### config.mk
export PLATFORM = sky130hd
export DESIGN_NAME = rv32_regfile
export DESIGN_NICKNAME = d
export VERILOG_FILES = /design/src/verilog/rv32_types.sv /design/src/verilog/rv32_regfile.sv
export VERILOG_INCLUDE_DIRS = /design/src /design/src/verilog
export SDC_FILE = /design/constraint.sdc
export NUM_CORES = 2
export LEC_CHECK = 0
export BUFFER_PORTS_ARGS = -buffer_cell sky130_fd_sc_hd__buf_2
export CAP_MARGIN = 20
export CORE_MARGIN = 5
export CORE_UTILIZATION = 40
export CTS_BUF_LIST = sky130_fd_sc_hd__clkbuf_8
export DETAILED_ROUTE_END_ITERATION = 10
export SLEW_MARGIN = 20
export SYNTH_ARGS = -nofsm -noshare
export SYNTH_HDL_FRONTEND = slang
export SYNTH_SLANG_ARGS = --single-unit
### constraint.sdc
create_clock -name clk -period 3.6 [get_ports clk]
set_input_delay 0.18 -clock clk [delete_from_list [all_inputs] [get_ports clk]]
set_output_delay 0.18 -clock clk [all_outputs]
set_load 0.005 [all_outputs]
### src/verilog/rv32_config.svh
`ifndef RV32_CONFIG_SVH
`define RV32_CONFIG_SVH

// Data word width
`define RV32_XLEN 32

// Architectural registers
`define RV32_NUM_REGS 32
`define RV32_REG_W 5

`endif

### src/verilog/rv32_types.sv
`include "rv32_config.svh"

package rv32_types;

    typedef logic [`RV32_XLEN-1:0] rv32_word;

    // Major opcodes handled by the slice
    localparam logic [6:0] OPC_OP     = 7'b0110011;
    localparam logic [6:0] OPC_OP_IMM = 7'b0010011;
    localparam logic [6:0] OPC_LUI    = 7'b0110111;
    localparam logic [6:0] OPC_AUIPC  = 7'b0010111;
    localparam logic [6:0] OPC_JAL    = 7'b1101111;
    localparam logic [6:0] OPC_JALR   = 7'b1100111;
    localparam logic [6:0] OPC_BRANCH = 7'b1100011;

    // One instruction word, seen through the format named by its opcode
    typedef union packed {
        struct packed {
            logic [6:0] funct7;
            logic [4:0] rs2;
            logic [4:0] rs1;
            logic [2:0] funct3;
            logic [4:0] rd;
            logic [6:0] opcode;
        } r;
        struct packed {
            logic [11:0] imm12;
            logic [4:0]  rs1;
            logic [2:0]  funct3;
            logic [4:0]  rd;
            logic [6:0]  opcode;
        } i;
        struct packed {
            logic       imm12;
            logic [5:0] imm10_5;
            logic [4:0] rs2;
            logic [4:0] rs1;
            logic [2:0] funct3;
            logic [3:0] imm4_1;
            logic       imm11;
            logic [6:0] opcode;
        } b;
        struct packed {
            logic [19:0] imm20;
            logic [4:0]  rd;
            logic [6:0]  opcode;
        } u;
    } rv32_instr_u;

    typedef enum logic [2:0] {
        ALU_IN_REG_1, ALU_IN_REG_2, ALU_IN_PC, ALU_IN_IMM, ALU_IN_ZERO
    } alu_in_t;

    typedef enum logic [3:0] {
        ADD, SUB, SLL, SLT, SLTU, XOR, SRL, SRA, OR, AND
    } alu_op_t;

    typedef enum logic [2:0] {
        NONE, EQ, NE, LT, GE, LTU, GEU, ALWAYS
    } branch_op_t;

    // Encoded as funct3[1:0]
    typedef enum logic [1:0] {
        MUL, MULH, MULHSU, MULHU
    } mul_op_t;

    typedef enum logic [1:0] {
        WB_PC4, WB_INT_ALU, WB_MUL_UNIT
    } wb_src_t;

    typedef enum logic [1:0] {
        BYPASS_NONE, BYPASS_EXEC_BUFF, BYPASS_RESULT_BUFF
    } bypass_src_t;

    typedef struct packed {
        alu_in_t     alu_in_1;
        alu_in_t     alu_in_2;
        alu_op_t     alu_op;
        branch_op_t  branch_op;
        wb_src_t     wb_src;
        logic        reg_write;
        bypass_src_t bypass_rs1;
        bypass_src_t bypass_rs2;
    } ctrl_t;

    typedef struct packed {
        logic        valid;
        rv32_word    pc;
        rv32_instr_u instr;
        rv32_word    imm;
        rv32_word    rs1_data;
        rv32_word    rs2_data;
        ctrl_t       ctrl;
    } decode_exec_buffer_t;

    typedef struct packed {
        logic                  valid;
        rv32_word              pc;
        logic [`RV32_REG_W-1:0] rd;
        logic                  reg_write;
        rv32_word              result;
        logic                  jump;
        rv32_word              jump_addr;
    } exec_mem_buffer_t;

    typedef struct packed {
        rv32_word              pc;
        logic [`RV32_REG_W-1:0] rd;
        logic                  reg_write;
        rv32_word              rd_value;
        logic                  jump;
        rv32_word              jump_addr;
    } retire_rec_t;

    // Control word that changes no state
    function automatic ctrl_t create_bubble_ctrl();
        ctrl_t ctrl;
        ctrl = '0;
        ctrl.alu_op = ADD;
        ctrl.branch_op = NONE;
        ctrl.wb_src = WB_INT_ALU;
        ctrl.reg_write = 1'b0;
        return ctrl;
    endfunction

endpackage

### src/verilog/rv32_regfile.sv
`timescale 1ns/100ps
`include "rv32_config.svh"

module rv32_regfile (
    input  logic                   clk,
    input  logic                   resetn,
    input  logic [`RV32_REG_W-1:0] rs1_addr,
    input  logic [`RV32_REG_W-1:0] rs2_addr,
    output rv32_types::rv32_word   rs1_data,
    output rv32_types::rv32_word   rs2_data,
    input  logic                   wr_en,
    input  logic [`RV32_REG_W-1:0] wr_addr,
    input  rv32_types::rv32_word   wr_data
);
    import rv32_types::*;

    rv32_word regs [`RV32_NUM_REGS];

    // x0 is cleared by reset and never written
    assign rs1_data = regs[rs1_addr];
    assign rs2_data = regs[rs2_addr];

    always_ff @(posedge clk) begin
        if (!resetn) begin
            for (int idx = 0; idx < `RV32_NUM_REGS; idx++) begin
                regs[idx] <= '0;
            end
        end else if (wr_en && wr_addr != '0) begin
            regs[wr_addr] <= wr_data;
        end
    end

endmodule

* Word-level counts from Yosys, hierarchy flattened
Memories as Yosys holds them, arrays and structs flattened. Index checks and enable logic that the tools add are counted.
Operators by class: muxes and demuxes 7, reductions and logical operators 3
Operators with widths (number):
- 32-bit 2-to-1 mux | 1
- 32-bit OR reduction | 1
- 1-bit 2-to-1 mux | 5
- 5-bit 2-to-1 mux | 1
- 5-bit nonzero test | 1
- 1-bit logical AND | 1
Word-level totals: bits in registers 0, memory bits (writable) 1024, bits of input ports 50, memories kept 1
Memories:
- regs | depth 32, width 32, read ports 2, clocked after Yosys merged registers in 0, wr ports 32, line rv32_regfile.sv:17 | rv32_word regs [`RV32_NUM_REGS];

* Logic depth before layout (Yosys ltp)
depth in word-level cells 7, mapped depth 8, depth with buffers taken out 5

* Worst setup path after synthesis
No wires, ideal clock.
path type input -> register, from input resetn, to memory regs[24][0] in the netlist's numbering, enable pin, library setup time 466 ps, arrival 3066 ps, path slack 69 ps, stages on the path 4, buffers on the path 1, cells stage by stage nand2_1 -> or3_4 -> buf_6 -> o21ai_0
RTL lines:
- start, declared | line rv32_regfile.sv:6 | input logic resetn,
- end, declared | line rv32_regfile.sv:17

==> impl_metrics.csv <==
group,metric,value,unit
worst_setup_path,crit_family,"simple AND/OR/NAND/NOR gates",
sta,timing.max_slew.rel_slack,29.1,%
status,status,"complete, no violations",
die,start_util,40.1,%
drt,routed_via_density,5.96,
drt,drtAntennaViolNets,0,
sta,max_slew.worst_pin.slew,1.06,ns
clocking,post_cts_buffers,0,
worst_setup_path,crit_cells,6,
clocking,clock_path_buffers,3,
global_route,grt.total_usage,27.0,%
worst_setup_path,critPathSlowestCell,"nor3_1",
global_route,grt_pass1_vias,40229,
die,die_w,383,µm
finish,fin_nets,4774,
clocking,cts_root_buffer,"clkbuf_8",
finish,drive_gt1_share,12.8,%
sta,finalSetupViolCount,0,
die,num_io_pins,114,
finish,syn_to_final_growth,13.3,%
worst_setup_path,crit_chain,"mux2i_1, a22o_1, nor3_1, a31oi_1, nand3_1, buf_2",
worst_setup_path,crit_fanout,2,
global_route,grt_max_degree,91,
worst_setup_path,cp-end-kind,"primary output",
synthesis,synth_cell_types,32,
sta,fin_crit_sh,75.7,%
die,die_y,383,µm
placement,dpl.hpwl,119000,µm
sta,min_period,2.73,ns
synthesis,synth_area_per_cell,12.1,µm²
sta,max_freq,367,MHz
drt,route.detailed.drc,0,
worst_setup_path,worst-path-buf-inv,1,
drt,first_iter_violations,4724,
worst_setup_path,critPathArrivalTime,2.55,ns
drt,firstDrtPassIters,5,
global_route,antenna_found_initial,15,
global_route,grt_pass1_wl,286000,µm
worst_setup_path,crit_type,"flop to primary output",
sta,slew_violations,0,
worst_hold_path,min_to,"regs[5][30]$_SDFFCE_PN0P_",
worst_hold_path,hold_start,"resetn",
finish,layout_common_cells,"mux2i_1 (1024), edfxtp_1 (1024), and2_1 (992), nand2_1 (194), nand3_1 (193)",
placement,port_buffers,113,
sta,setup_tns,0,ns
worst_setup_path,startpoint_type,"flop",
job,maxCapViolCount,0,
worst_hold_path,hold_class,"primary input to flop",
finish,reg_top3,"regs: 1024 flops",
die,num_rows,137,
worst_hold_path,min_path_cells,3,
synthesis,ys.warnings.count,0,
finish,largest_reg_flops,1024,
clocking,cts.clk_slew.worst_paths,0.06,ns
synthesis,ys_ff_latch,1024,
pwr,powerDensity,439,nW/µm²
drt,wl,203000,µm
clocking,cts_tree,"yes",
worst_setup_path,critPathMaxStageDelay,0.54,ns
synthesis,seq_area_frac_synth,55.2,%
global_route,grt_overflow,0,
pwr,ir_worst_vdd,0.000361,V
sta,hold_violations,0,
finish,final_util,45.4,%
placement,gp_congestion,0.836,
worst_setup_path,cp.required,3.42,ns
sta,rsz0062_at_grt,"false",
finish,top_register,"regs",
die,core-area,139000,µm²
clocking,cts.sinks,1024,
pwr,power_leakage,24.7,nW
clocking,cts.htree.levels,4,
synthesis,synth.cell_area,55700,µm²
drt,route.vias.total,40213,
die,die-area,147000,µm²
synthesis,postSynthCellCount,4609,
clocking,cts_resized,0,
drt,wl_per_cell,30.1,µm
clocking,cts_buffers,177,
-- cell usage after synthesis (all sizes together) --
master	number	share of area [%]
a21oi	192	1.7
a22o	128	2.0
a22oi	192	2.6
a31oi	64	0.72
and2	994	11
buf	178	1.8
clkbuf	272	1.9
conb	1	0.0067
edfxtp	1024	55
inv	1	0.0067
mux2i	1024	18
nand2	197	1.3
nand2b	4	0.045
nand3	193	1.7
nand3b	3	0.040
nand4	1	0.011
nand4b	1	0.016
nor2	35	0.33
nor2b	4	0.045
nor3	64	0.57
o21ai	31	0.28
or2	2	0.022
or3	2	0.031
or3b	2	0.031
-- report_power, final --
| part | total, W | internal, W | switching [W] |
|---|---|---|---|
| sequential | 0.0141 | 0.0138 | 0.000357 |
| clock | 0.0100 | 0.00503 | 0.00502 |
| combinational | 0.00352 | 0.00123 | 0.00229 |
-- through the flow --
stage | hold slack (ns) | setup WS (ns) | std cells | total power, W | cell area [µm²]
after floorplan | 0.378 | 0.0686 | 4640 | 0.0163 | 55800
after global placement | 0.782 | 0.994 | 6388 | 0.0177 | 59500
after detailed placement | 0.787 | 1.01 | 6388 | 0.0178 | 59500
after CTS | 0.0983 | 0.744 | 6731 | 0.0278 | 63000
after global routing | 0.161 | 0.776 | 6733 | 0.0286 | 63100
final | 0.172 | 0.873 | 6749 | 0.0277 | 63100
-- worst max-delay path by stage --
| stage | startpoint | endpoint |
|---|---|---|
| after floorplan | resetn | regs[24][0]$_SDFFCE_PN0P_ |
| after global placement | rs2_addr[0] | rs2_data[24] |
| after detailed placement | rs2_addr[0] | rs2_data[24] |
| after CTS | regs[0][20]$_SDFFCE_PN0P_ | rs2_data[20] |
| after global routing | regs[0][16]$_SDFFCE_PN0P_ | rs2_data[16] |
| final | regs[2][20]$_SDFFCE_PN0P_ | rs2_data[20] |
-- timing repair --
| item | 4_1_cts | 5_1_grt |
|---|---|---|
| endpoints found under the hold margin | 992 | 0 |
| endpoints found under the setup margin | 0 | 0 |
| hold buffers | 32 | 0 |
-- cells by family (layout without fill, tap and decap cells) --
family	count (synthesis)	after routing	share of synthesized area (%)
compound gates	607	607	7.32
buf+inv	451	667	3.71
flops	1024	1024	55.2
mux	1024	1024	18.4
other cells	1	49	0.00673
simple gates	1502	1502	15.4
-- cell type report --
class                   count  area [µm²]
fillers                 12523       75900
repair buffers            355        3190
inverters                   1        3.75
multi-input cells        3165       23600
well taps                1876        2350
flip-flops and latches   1024       30700
clock inverters           129         689
clock buffers             182        2500
diodes                     17        42.5
-- routing by layer --
layer,GRT usage [%],up-vias,share of wire [%]
met5,0,-,0
met4,12.9,0,4.6
met3,6.07,484,9.1
met2,41.6,2167,45
met1,36.2,20418,41
li1,-,17144,-
Power figures use the tool's default switching activity.
