===== config.mk =====
export PLATFORM = sky130hd
export DESIGN_NAME = rv32_result_stage
export DESIGN_NICKNAME = d
export VERILOG_FILES = /design/src/verilog/rv32_types.sv /design/src/verilog/rv32_result_stage.sv
export VERILOG_INCLUDE_DIRS = /design/src /design/src/verilog
export SDC_FILE = /design/constraint.sdc
export NUM_CORES = 1
export LEC_CHECK = 0
export BUFFER_PORTS_ARGS = -buffer_cell sky130_fd_sc_hd__buf_2
export CAP_MARGIN = 20
export CORE_AREA = 3 3 137 139
export DETAILED_ROUTE_END_ITERATION = 10
export DIE_AREA = 0 0 140 142
export GPL_ROUTABILITY_DRIVEN = 0
export PLACE_DENSITY = 0.58
export SKIP_LAST_GASP = 1
export SYNTH_ARGS = -nofsm -noshare
export SYNTH_HDL_FRONTEND = slang
export SYNTH_SLANG_ARGS = --single-unit
export TNS_END_PERCENT = 30

===== constraint.sdc =====
create_clock -name clk -period 1.67 [get_ports clk]
set_clock_uncertainty 0.2 [all_clocks]
set_input_delay 0.0835 -clock clk [delete_from_list [all_inputs] [get_ports clk]]
set_output_delay 0.0835 -clock clk [all_outputs]
set_load 0.01 [all_outputs]

===== src/verilog/rv32_config.svh =====
`ifndef RV32_CONFIG_SVH
`define RV32_CONFIG_SVH

// Data word width
`define RV32_XLEN 32

// Architectural registers
`define RV32_NUM_REGS 32
`define RV32_REG_W 5

`endif


===== src/verilog/rv32_types.sv =====
`include "rv32_config.svh"

package rv32_types;

    typedef logic [`RV32_XLEN-1:0] rv32_word;

    // Major opcodes handled by the slice
    localparam logic [6:0] OPC_OP     = 7'b0110011;
    localparam logic [6:0] OPC_OP_IMM = 7'b0010011;
    localparam logic [6:0] OPC_LUI    = 7'b0110111;
    localparam logic [6:0] OPC_AUIPC  = 7'b0010111;
    localparam logic [6:0] OPC_JAL    = 7'b1101111;
    localparam logic [6:0] OPC_JALR   = 7'b1100111;
    localparam logic [6:0] OPC_BRANCH = 7'b1100011;

    // One instruction word, seen through the format named by its opcode
    typedef union packed {
        struct packed {
            logic [6:0] funct7;
            logic [4:0] rs2;
            logic [4:0] rs1;
            logic [2:0] funct3;
            logic [4:0] rd;
            logic [6:0] opcode;
        } r;
        struct packed {
            logic [11:0] imm12;
            logic [4:0]  rs1;
            logic [2:0]  funct3;
            logic [4:0]  rd;
            logic [6:0]  opcode;
        } i;
        struct packed {
            logic       imm12;
            logic [5:0] imm10_5;
            logic [4:0] rs2;
            logic [4:0] rs1;
            logic [2:0] funct3;
            logic [3:0] imm4_1;
            logic       imm11;
            logic [6:0] opcode;
        } b;
        struct packed {
            logic [19:0] imm20;
            logic [4:0]  rd;
            logic [6:0]  opcode;
        } u;
    } rv32_instr_u;

    typedef enum logic [2:0] {
        ALU_IN_REG_1, ALU_IN_REG_2, ALU_IN_PC, ALU_IN_IMM, ALU_IN_ZERO
    } alu_in_t;

    typedef enum logic [3:0] {
        ADD, SUB, SLL, SLT, SLTU, XOR, SRL, SRA, OR, AND
    } alu_op_t;

    typedef enum logic [2:0] {
        NONE, EQ, NE, LT, GE, LTU, GEU, ALWAYS
    } branch_op_t;

    // Encoded as funct3[1:0]
    typedef enum logic [1:0] {
        MUL, MULH, MULHSU, MULHU
    } mul_op_t;

    typedef enum logic [1:0] {
        WB_PC4, WB_INT_ALU, WB_MUL_UNIT
    } wb_src_t;

    typedef enum logic [1:0] {
        BYPASS_NONE, BYPASS_EXEC_BUFF, BYPASS_RESULT_BUFF
    } bypass_src_t;

    typedef struct packed {
        alu_in_t     alu_in_1;
        alu_in_t     alu_in_2;
        alu_op_t     alu_op;
        branch_op_t  branch_op;
        wb_src_t     wb_src;
        logic        reg_write;
        bypass_src_t bypass_rs1;
        bypass_src_t bypass_rs2;
    } ctrl_t;

    typedef struct packed {
        logic        valid;
        rv32_word    pc;
        rv32_instr_u instr;
        rv32_word    imm;
        rv32_word    rs1_data;
        rv32_word    rs2_data;
        ctrl_t       ctrl;
    } decode_exec_buffer_t;

    typedef struct packed {
        logic                  valid;
        rv32_word              pc;
        logic [`RV32_REG_W-1:0] rd;
        logic                  reg_write;
        rv32_word              result;
        logic                  jump;
        rv32_word              jump_addr;
    } exec_mem_buffer_t;

    typedef struct packed {
        rv32_word              pc;
        logic [`RV32_REG_W-1:0] rd;
        logic                  reg_write;
        rv32_word              rd_value;
        logic                  jump;
        rv32_word              jump_addr;
    } retire_rec_t;

    // Control word that changes no state
    function automatic ctrl_t create_bubble_ctrl();
        ctrl_t ctrl;
        ctrl = '0;
        ctrl.alu_op = ADD;
        ctrl.branch_op = NONE;
        ctrl.wb_src = WB_INT_ALU;
        ctrl.reg_write = 1'b0;
        return ctrl;
    endfunction

endpackage


===== src/verilog/rv32_result_stage.sv =====
`timescale 1ns/100ps
`include "rv32_config.svh"

module rv32_result_stage (
    input  logic                         clk,
    input  logic                         resetn,
    input  rv32_types::exec_mem_buffer_t exec_mem_buff,
    output logic                         out_req,
    input  logic                         out_ack,
    output rv32_types::retire_rec_t      out_rec,
    output rv32_types::exec_mem_buffer_t result_buff,
    output logic                         stall,
    output logic                         wr_en,
    output logic [`RV32_REG_W-1:0]       wr_addr,
    output rv32_types::rv32_word         wr_data
);
    import rv32_types::*;

    logic retire;
    logic ack_wait, ack_wait_next, valid_next;

    assign retire = out_req && out_ack;
    assign stall = result_buff.valid && !retire;

    // Hold off the next request until the last ack has been seen low
    assign ack_wait_next = retire || (ack_wait && out_ack);
    assign valid_next = stall ? result_buff.valid : exec_mem_buff.valid;

    always_ff @(posedge clk) begin
        if (!resetn) begin
            result_buff <= '0;
            out_req <= 1'b0;
            ack_wait <= 1'b0;
        end else begin
            if (!stall) begin
                result_buff <= exec_mem_buff;
            end
            ack_wait <= ack_wait_next;
            out_req <= valid_next && !ack_wait_next;
        end
    end

    assign out_rec.pc = result_buff.pc;
    assign out_rec.rd = result_buff.rd;
    assign out_rec.reg_write = result_buff.reg_write;
    assign out_rec.rd_value = result_buff.result;
    assign out_rec.jump = result_buff.jump;
    assign out_rec.jump_addr = result_buff.jump_addr;

    // Register file is written on the retire edge
    assign wr_en = retire && result_buff.reg_write;
    assign wr_addr = result_buff.rd;
    assign wr_data = result_buff.result;

endmodule


Word level (Yosys, flattened, before mapping). Cells that the tools add are included.

Mux-type cells: 1. Reduce and logical (&&, ||, !) cells: 8.

Operator list (number): $logic_and A1 B1 Y1 (5); $logic_not A1 Y1 (2); $logic_or A1 B1 Y1 (1); $mux W1 (1).

Flip-flop bits (word level): 106. Input bits: 107. Output and inout bits: 247. Logic and storage cells: 18.

Depth between registers and ports, before layout.
Depth in word-level cells: 5. Gate-level depth with buffers: 5. Mapped depth without buffers: 2.

Worst setup path after synthesis. OpenSTA, ideal clock, no wires.

Kind: reg2reg. From: reg result_buff[103] (netlist name). To: reg result_buff, in the netlist out_rec[85]. Library setup time: 0.072 ns. Arrival time: 1.147 ns. Data required time: 1.398 ns. Path slack: 0.251 ns. Stages on the path, launching flop included: 6. Buffers on the path: 3. Clock period less this slack: 1.419 ns. Cell sequence: dfxtp_1 > a21boi_2 > buf_6 > buf_6 > buf_6 > mux2i_1.

Longest elaborated chain between the ends: 1.

Ends and longest elaborated chain: from (decl) (line rv32_result_stage.sv:11) `output rv32_types::exec_mem_buffer_t result_buff,`; from (signal assigned) (line rv32_result_stage.sv:36) `result_buff <= exec_mem_buff;`; $logic_and A1 B1 Y1 (line rv32_result_stage.sv:23) `assign stall = result_buff.valid && !retire;`; net stall (line rv32_result_stage.sv:12) `output logic stall,`.

The timed path passes the listed nets, and every way through them passes these cells. A chain may end at the register's enable or synchronous reset.

Worst setup path in the final report.
From: in out_ack. To: out stall.

Longest elaborated chain between the ends: 3.

Ends and longest elaborated chain: from (decl) (line rv32_result_stage.sv:9) `input logic out_ack,`; $logic_and A1 B1 Y1 (line rv32_result_stage.sv:22) `assign retire = out_req && out_ack;`; $logic_not A1 Y1 (line rv32_result_stage.sv:23); $logic_and A1 B1 Y1 (line rv32_result_stage.sv:23); to (decl) (line rv32_result_stage.sv:12).

Every way passes these cells.

==> out/metrics.csv <==
stage,metric,value,unit
outcome,outcome,"finished, violations left",
outcome,failing checks,hold timing,
clock_tree,root buf cell,clkbuf_16,
power_and_ir_drop,Pleak,0.00410,uW
global_routing,GR met2 Demand/Resource,27.8,%
die,die span in y,142,um
global_routing,grt ovf,0,
sta,Tightest Pin Transition,0.461,ns
place,DP Wirelength,10900,um
global_routing,met3 usage,3.36,%
finish,n_diodes,0,
sta,RSZ-0062 raised after global routing,yes,
die,Ports,354,
yosys,Post-Synthesis Cells,597,
sta,Final Max Tran Viols,0,
drt,ANT nets after route,0,
yosys,#FFs+latches synth,106,
critical_path,slowest CP cell,dlygate4sd3_1,
finish,register area,2120,um^2
sta,final worst path period share,98.1,%
yosys,Post-Syn Nets,704,
critical_path,"critical path fanouts, max",23,
drt,initial DRC count,148,
finish,Final Util,44.5,%
sta,final setup vio count,0,
clock_tree,Max H-tree Level,3,
critical_path,Reg2Reg Depth,4,
sta,Fin. Hold Viols,2,
drt,vias,4898,
sta,Hold Slack,-0.00222,ns
finish,"commonest non-fill, non-tap cell in the layout",buf_2,
sta,Period minus WS final,1.64,ns
finish,multi-input gate area in the final layout,1860,um^2
critical_path,Worst Setup SP,out_ack,
finish,# fillers,1733,
critical_path,Worst path most repeated cell,buf_2,
global_routing,GR peak layer,met2,
worst_hold_path,Hold Crit Class,in2reg,
clock_tree,clk slew on worst S/H paths,0.07,ns
global_routing,met1 global-route usage,17.9,%
yosys,synth warn,0,
global_routing,vias in the first global route,4536,
die,Initial Utilization,29.5,%
yosys,distinct cell type count after synthesis,14,
finish,Nets,1045,
critical_path,Startpoint Class,input port,
clock_tree,clk buf depth,2,
clock_tree,CTS tree,built,
run,Max Cap Viol,0,
yosys,syn_area_per_cell,8.79,um^2
global_routing,largest net degree at the start of global routing,38,
critical_path,Worst Path Required,1.39,ns
drt,Routed WL per cell,13.8,um
finish,fin cells,1171,
worst_hold_path,hold path start,resetn,
power_and_ir_drop,power per cell area,836,nW/um^2
power_and_ir_drop,maximum VDD drop,0.000439,V
sta,Max Clk Rate,0.611,GHz
global_routing,All-Layer GR Usage,15.5,%
global_routing,initial antenna violation count,0,
critical_path,Worst EP arrival,1.35,ns
worst_hold_path,Hold Path Stages,3,
die,DIE AREA,19900,um^2
yosys,"Cell Area, Synth",5250,um^2
finish,"commonest cells after routing, fill and taps aside","buf_2, nand2_1, dlygate4sd3_1, dfxtp_1, mux2i_1",
drt,DR vias/cell,4.18,
global_routing,first-pass GRT wire length,24500,um
sta,relative slew slack,69.2,%
die,# rows,49,
finish,layout cells sized above 1,41.3,%
die,total core area,17800,um^2
finish,Layout area overhead,50.9,%
clock_tree,CTS Sinks,106,
critical_path,cells along the critical path,dlygate4sd3_1 -> buf_2 -> a21boi_4 -> buf_12 -> buf_2,
critical_path,Crit Path Class,in2out,
drt,DRT Wirelength,16100,um
drt,1st-pass router iterations,4,
finish,post-route cell area,7920,um^2
critical_path,Crit. End Element,output pin,
critical_path,Worst path max stage delay,0.54,ns
sta,Post-Route Setup TNS,0,ns
die,Die X,140,um
yosys,register area share after synthesis,40.4,%
place,Placement Cell Area,6260,um^2
place,Placed Cells,1023,
drt,Residual DRC,0,
clock_tree,Skew-Pair Late Insertion Delay,0.34,ns
critical_path,RR Startpoint,result_buff[103],
clock_tree,CTS Buf Count,9,
power_and_ir_drop,total power,6620,uW
place,Port Buffer Count,353,
-- Yosys cell counts --
master / number / area, um^2
mux2i_1: 103 / 1030
and3_1: 1 / 6.26
nor2_1: 1 / 3.75
inv_1: 1 / 3.75
o211a_1: 1 / 10.0
o21a_1: 1 / 7.51
buf_4: 146 / 1100
buf_2: 12 / 60.1
clkbuf_1: 10 / 37.5
a21boi_2: 1 / 11.3
dfxtp_1: 106 / 2120
buf_6: 7 / 78.8
o21ai_0: 1 / 5.00
nand2_1: 206 / 773
-- state kept, by name (all words and copies together), names as in the netlist --
signal,count
ack_wait,1
wr_addr,5
result_buff,1
wr_data,32
out_rec,66
out_req,1
-- power breakdown --
| part | switching, uW | leakage, uW | total [uW] | internal [uW] |
|---|---|---|---|---|
| registers | 180 | 0.000880 | 2900 | 2720 |
| logic | 767 | 0.00308 | 1610 | 840 |
| clock network | 944 | 0.000132 | 2100 | 1160 |
-- cell families after synthesis --
logic type,share of synthesized area [%]
simple gates,14.9
buf+inv,24.3
compound gates,0.644
mux,19.7
flops,40.4
-- final timing paths --
| path | end | slack (ns) |
|---|---|---|
| worst max register to register | wr_data[8] | 0.12 |
| worst min-delay path | out_rec[27] | -0.002 |
| worst min register to register | out_rec[1] | 0.27 |
| worst max-delay path | stall | 0.03 |
-- metal layers --
metal	routed length [um]	part of all wire (%)
met3	1130	7.0
met4	352	2.2
met2	8100	50
met5	0	0
met1	6530	41
-- metrics by stage --
step	hold WS, ns	worst slack [ns]
2_1_floorplan	0.00739	0.251
3_3_place_gp	0.127	0.211
3_5_place_dp	0.132	0.156
4_1_cts	0.0741	0.0135
5_1_grt	0.0254	-0.0107
6_report	-0.00222	0.0321
-- worst max-delay path: cells and delay by family --
kind            cells  cell delay [ns]
buf+inv             4             1.09
compound gates      1             0.17
-- layout make-up --
class                      instances  share of cell area [%]
clock inverter                     4                   0.680
inverter                           1                  0.0474
tap                              229                    3.62
clock buffer                      11                    2.94
timing repair buffer             505                    42.5
sequential                       106                    26.8
multi-input combinational        315                    23.4
-- repair_timing --
| item | 4_1_cts | 5_1_grt |
|---|---|---|
| gates cloned | 1 | 1 |
| hold endpoints to repair | 106 | 0 |
| resized for setup | 0 | 1 |
| hold buffers | 131 | 0 |
| endpoints found under the setup margin | 1 | 32 |
| setup buffers | 1 | 0 |
No activity file was read; power rests on OpenSTA's default activity.
