<file path="config.mk">
export PLATFORM = sky130hd
export DESIGN_NAME = rv32_exec_stage
export DESIGN_NICKNAME = d
export VERILOG_FILES = /design/src/verilog/rv32_types.sv /design/src/verilog/rv32_exec_stage.sv
export VERILOG_INCLUDE_DIRS = /design/src /design/src/verilog
export SDC_FILE = /design/constraint.sdc
export NUM_CORES = 2
export LEC_CHECK = 0
export ABC_AREA = 1
export BUFFER_PORTS_ARGS = -buffer_cell sky130_fd_sc_hd__buf_2
export CAP_MARGIN = 10
export CELL_PAD_IN_SITES_DETAIL_PLACEMENT = 0
export CELL_PAD_IN_SITES_GLOBAL_PLACEMENT = 2
export CORE_MARGIN = 5
export CORE_UTILIZATION = 40
export CTS_CLUSTER_DIAMETER = 60
export CTS_CLUSTER_SIZE = 8
export DETAILED_ROUTE_END_ITERATION = 8
export HOLD_SLACK_MARGIN = 0.1
export PLACE_DENSITY_LB_ADDON = 0.08
export SLEW_MARGIN = 20
export SYNTH_ARGS = -nofsm -noshare
export SYNTH_HDL_FRONTEND = slang
export SYNTH_SLANG_ARGS = --single-unit
</file>
<file path="constraint.sdc">
create_clock -name clk -period 21.2 [get_ports clk]
set_input_delay 3.18 -clock clk [delete_from_list [all_inputs] [get_ports clk]]
set_output_delay 3.18 -clock clk [all_outputs]
set_load 0.02 [all_outputs]
</file>
<file path="src/verilog/rv32_config.svh">
`ifndef RV32_CONFIG_SVH
`define RV32_CONFIG_SVH

// Data word width
`define RV32_XLEN 32

// Architectural registers
`define RV32_NUM_REGS 32
`define RV32_REG_W 5

`endif

</file>
<file path="src/verilog/rv32_types.sv">
`include "rv32_config.svh"

package rv32_types;

    typedef logic [`RV32_XLEN-1:0] rv32_word;

    // Major opcodes handled by the slice
    localparam logic [6:0] OPC_OP     = 7'b0110011;
    localparam logic [6:0] OPC_OP_IMM = 7'b0010011;
    localparam logic [6:0] OPC_LUI    = 7'b0110111;
    localparam logic [6:0] OPC_AUIPC  = 7'b0010111;
    localparam logic [6:0] OPC_JAL    = 7'b1101111;
    localparam logic [6:0] OPC_JALR   = 7'b1100111;
    localparam logic [6:0] OPC_BRANCH = 7'b1100011;

    // One instruction word, seen through the format named by its opcode
    typedef union packed {
        struct packed {
            logic [6:0] funct7;
            logic [4:0] rs2;
            logic [4:0] rs1;
            logic [2:0] funct3;
            logic [4:0] rd;
            logic [6:0] opcode;
        } r;
        struct packed {
            logic [11:0] imm12;
            logic [4:0]  rs1;
            logic [2:0]  funct3;
            logic [4:0]  rd;
            logic [6:0]  opcode;
        } i;
        struct packed {
            logic       imm12;
            logic [5:0] imm10_5;
            logic [4:0] rs2;
            logic [4:0] rs1;
            logic [2:0] funct3;
            logic [3:0] imm4_1;
            logic       imm11;
            logic [6:0] opcode;
        } b;
        struct packed {
            logic [19:0] imm20;
            logic [4:0]  rd;
            logic [6:0]  opcode;
        } u;
    } rv32_instr_u;

    typedef enum logic [2:0] {
        ALU_IN_REG_1, ALU_IN_REG_2, ALU_IN_PC, ALU_IN_IMM, ALU_IN_ZERO
    } alu_in_t;

    typedef enum logic [3:0] {
        ADD, SUB, SLL, SLT, SLTU, XOR, SRL, SRA, OR, AND
    } alu_op_t;

    typedef enum logic [2:0] {
        NONE, EQ, NE, LT, GE, LTU, GEU, ALWAYS
    } branch_op_t;

    // Encoded as funct3[1:0]
    typedef enum logic [1:0] {
        MUL, MULH, MULHSU, MULHU
    } mul_op_t;

    typedef enum logic [1:0] {
        WB_PC4, WB_INT_ALU, WB_MUL_UNIT
    } wb_src_t;

    typedef enum logic [1:0] {
        BYPASS_NONE, BYPASS_EXEC_BUFF, BYPASS_RESULT_BUFF
    } bypass_src_t;

    typedef struct packed {
        alu_in_t     alu_in_1;
        alu_in_t     alu_in_2;
        alu_op_t     alu_op;
        branch_op_t  branch_op;
        wb_src_t     wb_src;
        logic        reg_write;
        bypass_src_t bypass_rs1;
        bypass_src_t bypass_rs2;
    } ctrl_t;

    typedef struct packed {
        logic        valid;
        rv32_word    pc;
        rv32_instr_u instr;
        rv32_word    imm;
        rv32_word    rs1_data;
        rv32_word    rs2_data;
        ctrl_t       ctrl;
    } decode_exec_buffer_t;

    typedef struct packed {
        logic                  valid;
        rv32_word              pc;
        logic [`RV32_REG_W-1:0] rd;
        logic                  reg_write;
        rv32_word              result;
        logic                  jump;
        rv32_word              jump_addr;
    } exec_mem_buffer_t;

    typedef struct packed {
        rv32_word              pc;
        logic [`RV32_REG_W-1:0] rd;
        logic                  reg_write;
        rv32_word              rd_value;
        logic                  jump;
        rv32_word              jump_addr;
    } retire_rec_t;

    // Control word that changes no state
    function automatic ctrl_t create_bubble_ctrl();
        ctrl_t ctrl;
        ctrl = '0;
        ctrl.alu_op = ADD;
        ctrl.branch_op = NONE;
        ctrl.wb_src = WB_INT_ALU;
        ctrl.reg_write = 1'b0;
        return ctrl;
    endfunction

endpackage

</file>
<file path="src/verilog/rv32_exec_stage.sv">
`timescale 1ns/100ps
`include "rv32_config.svh"

module rv32_exec_stage (
    input  logic                            clk,
    input  logic                            resetn,
    input  rv32_types::decode_exec_buffer_t decode_exec_buff,
    input  logic                            stall,
    input  rv32_types::exec_mem_buffer_t    result_buff,
    output rv32_types::exec_mem_buffer_t    exec_mem_buff
);
    import rv32_types::*;

    function automatic rv32_word operand(input alu_in_t sel, input rv32_word reg1,
                                         input rv32_word reg2, input rv32_word pc,
                                         input rv32_word imm);
        case (sel)
            ALU_IN_REG_1: return reg1;
            ALU_IN_REG_2: return reg2;
            ALU_IN_PC:    return pc;
            ALU_IN_IMM:   return imm;
            default:      return '0;
        endcase
    endfunction

    ctrl_t ctrl;
    rv32_word op1, op2, alu_a, alu_b, alu_result, mul_result;
    mul_op_t mul_op;
    logic signed [`RV32_XLEN:0] mul_a, mul_b;
    logic signed [2*`RV32_XLEN+1:0] product;
    logic taken, is_jalr;
    exec_mem_buffer_t next_buff;

    assign ctrl = decode_exec_buff.ctrl;

    // Bypass
    always_comb begin
        case (ctrl.bypass_rs1)
            BYPASS_EXEC_BUFF:   op1 = exec_mem_buff.result;
            BYPASS_RESULT_BUFF: op1 = result_buff.result;
            default:            op1 = decode_exec_buff.rs1_data;
        endcase
        case (ctrl.bypass_rs2)
            BYPASS_EXEC_BUFF:   op2 = exec_mem_buff.result;
            BYPASS_RESULT_BUFF: op2 = result_buff.result;
            default:            op2 = decode_exec_buff.rs2_data;
        endcase
    end

    assign alu_a = operand(ctrl.alu_in_1, op1, op2, decode_exec_buff.pc, decode_exec_buff.imm);
    assign alu_b = operand(ctrl.alu_in_2, op1, op2, decode_exec_buff.pc, decode_exec_buff.imm);

    always_comb begin
        case (ctrl.alu_op)
            ADD:     alu_result = alu_a + alu_b;
            SUB:     alu_result = alu_a - alu_b;
            SLL:     alu_result = alu_a << alu_b[4:0];
            SLT:     alu_result = {{(`RV32_XLEN-1){1'b0}}, $signed(alu_a) < $signed(alu_b)};
            SLTU:    alu_result = {{(`RV32_XLEN-1){1'b0}}, alu_a < alu_b};
            XOR:     alu_result = alu_a ^ alu_b;
            SRL:     alu_result = alu_a >> alu_b[4:0];
            SRA:     alu_result = $signed(alu_a) >>> alu_b[4:0];
            OR:      alu_result = alu_a | alu_b;
            default: alu_result = alu_a & alu_b;
        endcase
    end

    // Extra top bit carries the sign only for signed operands
    assign mul_op = mul_op_t'(decode_exec_buff.instr.r.funct3[1:0]);
    assign mul_a = {(mul_op != MULHU) & op1[`RV32_XLEN-1], op1};
    assign mul_b = {(mul_op == MUL || mul_op == MULH) & op2[`RV32_XLEN-1], op2};
    assign product = mul_a * mul_b;
    assign mul_result = (mul_op == MUL) ? product[`RV32_XLEN-1:0] :
                                          product[2*`RV32_XLEN-1:`RV32_XLEN];

    always_comb begin
        case (ctrl.branch_op)
            EQ:      taken = op1 == op2;
            NE:      taken = op1 != op2;
            LT:      taken = $signed(op1) < $signed(op2);
            GE:      taken = $signed(op1) >= $signed(op2);
            LTU:     taken = op1 < op2;
            GEU:     taken = op1 >= op2;
            ALWAYS:  taken = 1'b1;
            default: taken = 1'b0;
        endcase
    end

    assign is_jalr = decode_exec_buff.instr.r.opcode == OPC_JALR;

    always_comb begin
        next_buff.valid = decode_exec_buff.valid;
        next_buff.pc = decode_exec_buff.pc;
        next_buff.rd = decode_exec_buff.instr.r.rd;
        next_buff.reg_write = ctrl.reg_write;
        case (ctrl.wb_src)
            WB_PC4:      next_buff.result = decode_exec_buff.pc + 4;
            WB_MUL_UNIT: next_buff.result = mul_result;
            default:     next_buff.result = alu_result;
        endcase
        next_buff.jump = taken;
        // Target is the ALU sum, reported for branches even when not taken
        if (ctrl.branch_op == NONE) begin
            next_buff.jump_addr = '0;
        end else begin
            next_buff.jump_addr = {alu_result[`RV32_XLEN-1:1], alu_result[0] & ~is_jalr};
        end
    end

    always_ff @(posedge clk) begin
        if (!resetn) begin
            exec_mem_buff <= '0;
        end else if (!stall) begin
            exec_mem_buff <= next_buff;
        end
    end

endmodule

</file>
Word level (Yosys, flattened, before mapping)
Index checks and enable logic that the tools add are counted.

cells by class
  add/subtract/negate cells = 3
  multipliers = 1
  order comparisons = 6
  equal/unequal tests = 31
  shift-type cells = 3
  muxes and demuxes = 9
  bitwise gates (word level) = 7
  reductions and logical operators = 7

operators with widths
  cell                                                             number
  32-bit one-hot mux with 9 select lines                           1
  32-bit one-hot mux with 4 select lines                           2
  32-bit one-hot mux with 2 select lines                           3
  32-bit less-than comparator                                      4
  32-bit >= comparator                                             2
  33-bit by 33-bit multiplier with 64-bit output                   1
  32-bit two-way mux                                               2
  32-bit by 3-bit adder with 32-bit output, second input constant  1
  32-bit adder                                                     1
  32-bit AND                                                       1
  32-bit == test                                                   1
  32-bit inequality test                                           1
  32-bit OR                                                        1
  32-bit by 5-bit left shift with 32-bit output                    1
  32-bit by 5-bit >> shifter with 32-bit output                    1
  32-bit by 5-bit >>> shifter with 32-bit output                   1
  32-bit subtractor                                                1
  32-bit XOR                                                       1
  3-bit by 2-bit == test with 1-bit output, second input constant  6
  4-bit by 3-bit == test with 1-bit output, second input constant  4
  3-bit == test, second input constant                             4
  3-bit by 1-bit == test with 1-bit output, second input constant  3
  3-bit logical NOT                                                3
  4-bit by 2-bit == test with 1-bit output, second input constant  2
  other kinds (12)                                                 19

storage, ports and cells
  bits in registers = 104
  input port bits = 288
  output and inout port bits = 104
  word-level logic and storage cells = 74

Longest topological paths before layout
  depth in word-level cells = 7
  gate-level depth with buffers = 44
  gate-level depth less buffers = 41

Worst setup path after synthesis
OpenSTA, ideal clock, no wires.

  path type = input -> register
  start = in decode_exec_buff[0] (netlist bit)
  end = reg exec_mem_buff[62] (netlist bit)
  setup time = 0.109 ns
  data arrival time = 11.216 ns
  data required time = 21.091 ns
  slack = 9.875 ns
  cell stages on the path = 36
  buffers on the path = 4
  cell sequence = inv_1 > ha_1 > inv_2 > buf_6 > buf_2 > nand3_1 > nand2_1 > clkbuf_1 > clkbuf_1 > nor2_1 > fa_1 > inv_1 > fa_1 > inv_1 > fa_1 > inv_1 > fa_1 > fa_1 > inv_1 > fa_1 > inv_1 > fa_1 > fa_1 > inv_1 > ha_1 > nand2_1 > nor2_1 > inv_1 > nor4_1 > nand3_1 > nand3_1 > nand2_1 > o211ai_1 > nand3_1 > nand2_1 > inv_1

on the way
  cells in the longest elaborated chain, start to end = 6
  elaborated cells on any way between the ends = 18
  classes of those cells = 2 x add/sub; 1 x mul; 2 x eq/ne; 3 x shift; 6 x mux; 4 x bitwise

ends and longest elaborated chain
  element                                                                       RTL line                                      source
  from (decl)                                                                   rv32_exec_stage.sv:7                          input rv32_types::decode_exec_buffer_t decode_exec_buff,
  2-bit == test or 2-bit by 1-bit == test with 1-bit output (tied branches)     rv32_exec_stage.sv:43                         case (ctrl.bypass_rs2)
  32-bit one-hot mux with 2 select lines *                                      rv32_exec_stage.sv:43
  1-bit AND or 32-bit one-hot mux with 4 select lines (tied branches)           rv32_exec_stage.sv:71, rv32_exec_stage.sv:17
  33-bit by 33-bit multiplier with 64-bit output, or another cell as far along  rv32_exec_stage.sv:72                         assign product = mul_a * mul_b;
  32-bit two-way mux or 32-bit one-hot mux with 9 select lines (tied branches)  rv32_exec_stage.sv:73, rv32_exec_stage.sv:54
  32-bit one-hot mux with 2 select lines *                                      rv32_exec_stage.sv:96                         case (ctrl.wb_src)
  to (signal assigned)                                                          rv32_exec_stage.sv:114                        exec_mem_buff <= next_buff;
  to (decl)                                                                     rv32_exec_stage.sv:10                         output rv32_types::exec_mem_buffer_t exec_mem_buff

Mark *: on every way between the ends. The rest lies on a longest branch, timed or not.
A chain may end at the register's enable or synchronous reset.

Final worst setup path
  start = in decode_exec_buff[2] (netlist bit)
  end = reg exec_mem_buff[43] (netlist bit)

on the way
  cells in the longest elaborated chain, start to end = 6
  elaborated cells on any way between the ends = 18
  classes of those cells = 2 x add/sub; 1 x mul; 2 x eq/ne; 3 x shift; 6 x mux; 4 x bitwise

ends and longest elaborated chain
  element                                                                       RTL line                                      source
  2-bit == test or 2-bit by 1-bit == test with 1-bit output (tied branches)     rv32_exec_stage.sv:38                         case (ctrl.bypass_rs1)
  32-bit one-hot mux with 2 select lines *                                      rv32_exec_stage.sv:38
  1-bit AND or 32-bit one-hot mux with 4 select lines (tied branches)           rv32_exec_stage.sv:70, rv32_exec_stage.sv:17
  33-bit by 33-bit multiplier with 64-bit output, or another cell as far along  rv32_exec_stage.sv:72
  32-bit two-way mux or 32-bit one-hot mux with 9 select lines (tied branches)  rv32_exec_stage.sv:73, rv32_exec_stage.sv:54
  32-bit one-hot mux with 2 select lines *                                      rv32_exec_stage.sv:96

Marked as above.

==> results.md <==
* Run status: finished, final reports clean
* Antenna violations before repair at 16
* Capturing element type of the critical path: flop
* Crit path arrival time at 14.27 ns
* Synthesized area per cell at 7.12 um^2
* Biggest registers after layout: exec_mem_buff x104
* Worst min-delay path class: reg -> reg
* Number of warnings printed during yosys synthesis at 0
* Share of synthesized registers carrying an async set or reset at 0%
* Initial core utilization at 40.3%
* Area of the multi-input gates at 0.0472 mm^2
* Worst-path fanout max at 64
* Core area at 0.142 mm^2
* Clk sinks at 104
* Ports at 392
* Data required, critical path at 21.48 ns
* Chip Width at 388 um
* Top_reg_cell synth: sky130_fd_sc_hd__dfxtp_1
* Routed via count at 57346
* CTS tree: done
* Final Wtd Congestion at 1.04
* Vias per cell at 5.71
* Via count of the first global-routing pass at 56826
* Highest clock rate at 71.5 MHz
* 1st-iter DRT viols at 7033
* Setup Crit Path Kind: in -> reg
* Register ranked first by flip-flop count: exec_mem_buff
* Number of maximum-capacitance constraint violations at 0
* CTS clk-pin slew, worst paths at 0.08 ns
* Max-slew violations at 0
* Initial DRT Pass Iterations at 8
* Die Span Y at 388 um
* Count of flip-flops with a built-in enable after synthesis at 0
* Count of final setup violators at 0
* Distinct cell type count of the synthesized netlist at 61
* First-pass GRT wire length at 425 mm
* Leading cell types in the layout, fill and taps excluded: sky130_fd_sc_hd__nand2_1 (1686), sky130_fd_sc_hd__inv_1 (1638), sky130_fd_sc_hd__fa_1 (1127)
* Cell with the largest stage delay on the worst path: sky130_fd_sc_hd__o21ai_0
* Filler Cells Inserted at 15316
* Critical path startpoint: decode_exec_buff[2]
* Category of the worst setup path launch point: input pin
* Hold Crit Start: exec_mem_buff[2]
* Final-stage net count at 9928
* Share of layout cells above drive strength 1 at 8.17%
* Area growth syn-to-layout at 6.55%
* Worst slew slack as a fraction of its limit at 19.7%
* Sequential Area at 0.00208 mm^2
* Period utilization at 66.0%
* Hpwl dp at 244 mm
* Post-CTS Setup Inserts at 0
* Count of cells resized by post-cts repair at 0
* DRC Markers at 0
* Post-detailed-route wirelength per cell at 29.8 um
* Net Count, Synth at 9831
* H-Tree Depth at 3
* Final ANT Viol Nets at 0
* Congestion Overflow GR at 0
* Leading cell type in the layout, fill and taps excluded: sky130_fd_sc_hd__nand2_1
* Site row count at 138
* Max clock buf depth at 2
* Synthesized flop and latch total at 104
* Worst clock skew at 0.00988 ns
* Worst path max stage delay at 0.79 ns
* Worst-skew pair later-pin latency at 0.38 ns
* Routed Wire Length at 299 mm
* Synthesized instance count at 8038
* Post-Syn Area at 0.0572 mm^2
* Maximum number of pins on one net before global-route repair at 73
* Portion of the post-synthesis area used by sequential elements at 3.64%
* Overall track demand over capacity in global routing at 39.1%
* Max reg flops at 104
* Time the worst path needs with I/O delays and setup at 13.99 ns
* Setup TNS after final layout at 0 ns
* Die outline area at 0.151 mm^2
* Count of endpoints failing hold in the final timing report at 0
* Hold_buf cts at 0
* RSZ-0062 raised after global routing: false
* Worst Tran Pin Value at 1.20 ns
* Num CTS Buffers at 9
* Startpoint of the lowest-slack register-to-register path: exec_mem_buff[64]
* CTS root buf: sky130_fd_sc_hd__clkbuf_16
* Port Buffer Count at 301
* Most Frequent Cell on Critical Path: sky130_fd_sc_hd__fa_1
cell usage after synthesis (30+ instances only):
cell	count	share of area, %
sky130_fd_sc_hd__nand2_1	1688	11
sky130_fd_sc_hd__inv_1	1643	11
sky130_fd_sc_hd__fa_1	1127	39
sky130_fd_sc_hd__nor2_1	831	5.5
sky130_fd_sc_hd__nand3_1	645	5.6
sky130_fd_sc_hd__ha_1	378	8.3
sky130_fd_sc_hd__a21oi_1	363	3.2
sky130_fd_sc_hd__o21ai_0	246	2.2
sky130_fd_sc_hd__clkbuf_1	237	1.6
sky130_fd_sc_hd__dfxtp_1	104	3.6
sky130_fd_sc_hd__or2_2	82	0.90
sky130_fd_sc_hd__o22ai_1	65	0.71
sky130_fd_sc_hd__buf_2	55	0.48
sky130_fd_sc_hd__nor3_1	53	0.46
sky130_fd_sc_hd__nand4_1	45	0.49
sky130_fd_sc_hd__buf_1	37	0.24
sky130_fd_sc_hd__o21ai_1	31	0.27
sky130_fd_sc_hd__nor2_2	30	0.33
path summary, 6_finish.rpt:
path                       end  slack [ns]  depth (start not counted)
max          exec_mem_buff[43]        7.21                         35
min reg2reg   exec_mem_buff[2]        0.47                          2
max reg2reg  exec_mem_buff[43]       10.78                         31
min           exec_mem_buff[2]        0.47                          2
final cells by class:
type                            instances  share of cell area [%]
Tap cell                             1890                    3.88
Clock buffer                            9                   0.369
Timing Repair Buffer                  448                    4.28
Antenna cell                           11                  0.0452
Sequential cell                       104                    3.42
Inverter                             1690                    10.4
Clock inverter                          7                   0.109
Multi-Input combinational cell       5882                    77.5
worst max-delay path: cells and delay by family:
family,cells,cell delay [ns]
AOI/OAI and AO/OA,5,1.67
xor gates and xnor gates,1,0.25
adders and majority gates,10,5.31
buffers and inverters,12,2.20
and+or+nand+nor,7,1.57
metrics by stage:
| stage | utilization, % | cell area, um^2 | hold WS, ns | std cells | setup slack (ns) |
|---|---|---|---|---|---|
| final | 43.0 | 61000 | 0.470 | 10041 | 7.21 |
| after global routing | 42.9 | 60900 | 0.484 | 10030 | 6.83 |
| after CTS | 42.9 | 60900 | 0.471 | 10030 | 7.43 |
| after detailed placement | 42.7 | 60600 | 0.458 | 10014 | 7.05 |
| after global placement | 42.7 | 60600 | 0.456 | 10014 | 7.10 |
| after floorplan | - | 57200 | 0.544 | 8038 | 9.87 |
logic make-up (layout without fill, tap and decap cells):
kind of cell,count (synthesis),count (layout),share of synthesized area (%)
simple gates,3465,3465,25.6
buf+inv,2052,2154,13.9
fa+ha+maj,1505,1505,47.7
flops,104,104,3.64
compound gates,869,869,8.50
other cells,0,11,0
xor+xnor,43,43,0.658
layer usage:
layer  share of wire (%)  GRT usage, %  wire length [um]  up-vias
li1                    -             -                 -    24602
met1                  44          57.7            131000    29095
met2                  40          54.9            120000     3215
met3                  12          10.9             35800      426
met4                 4.1          13.2             12400        8
met5               0.017             0                52        -
Power is left out: the tool's default activity adds up to more than one toggle a clock period on the data nets, which glitch-free logic cannot reach.
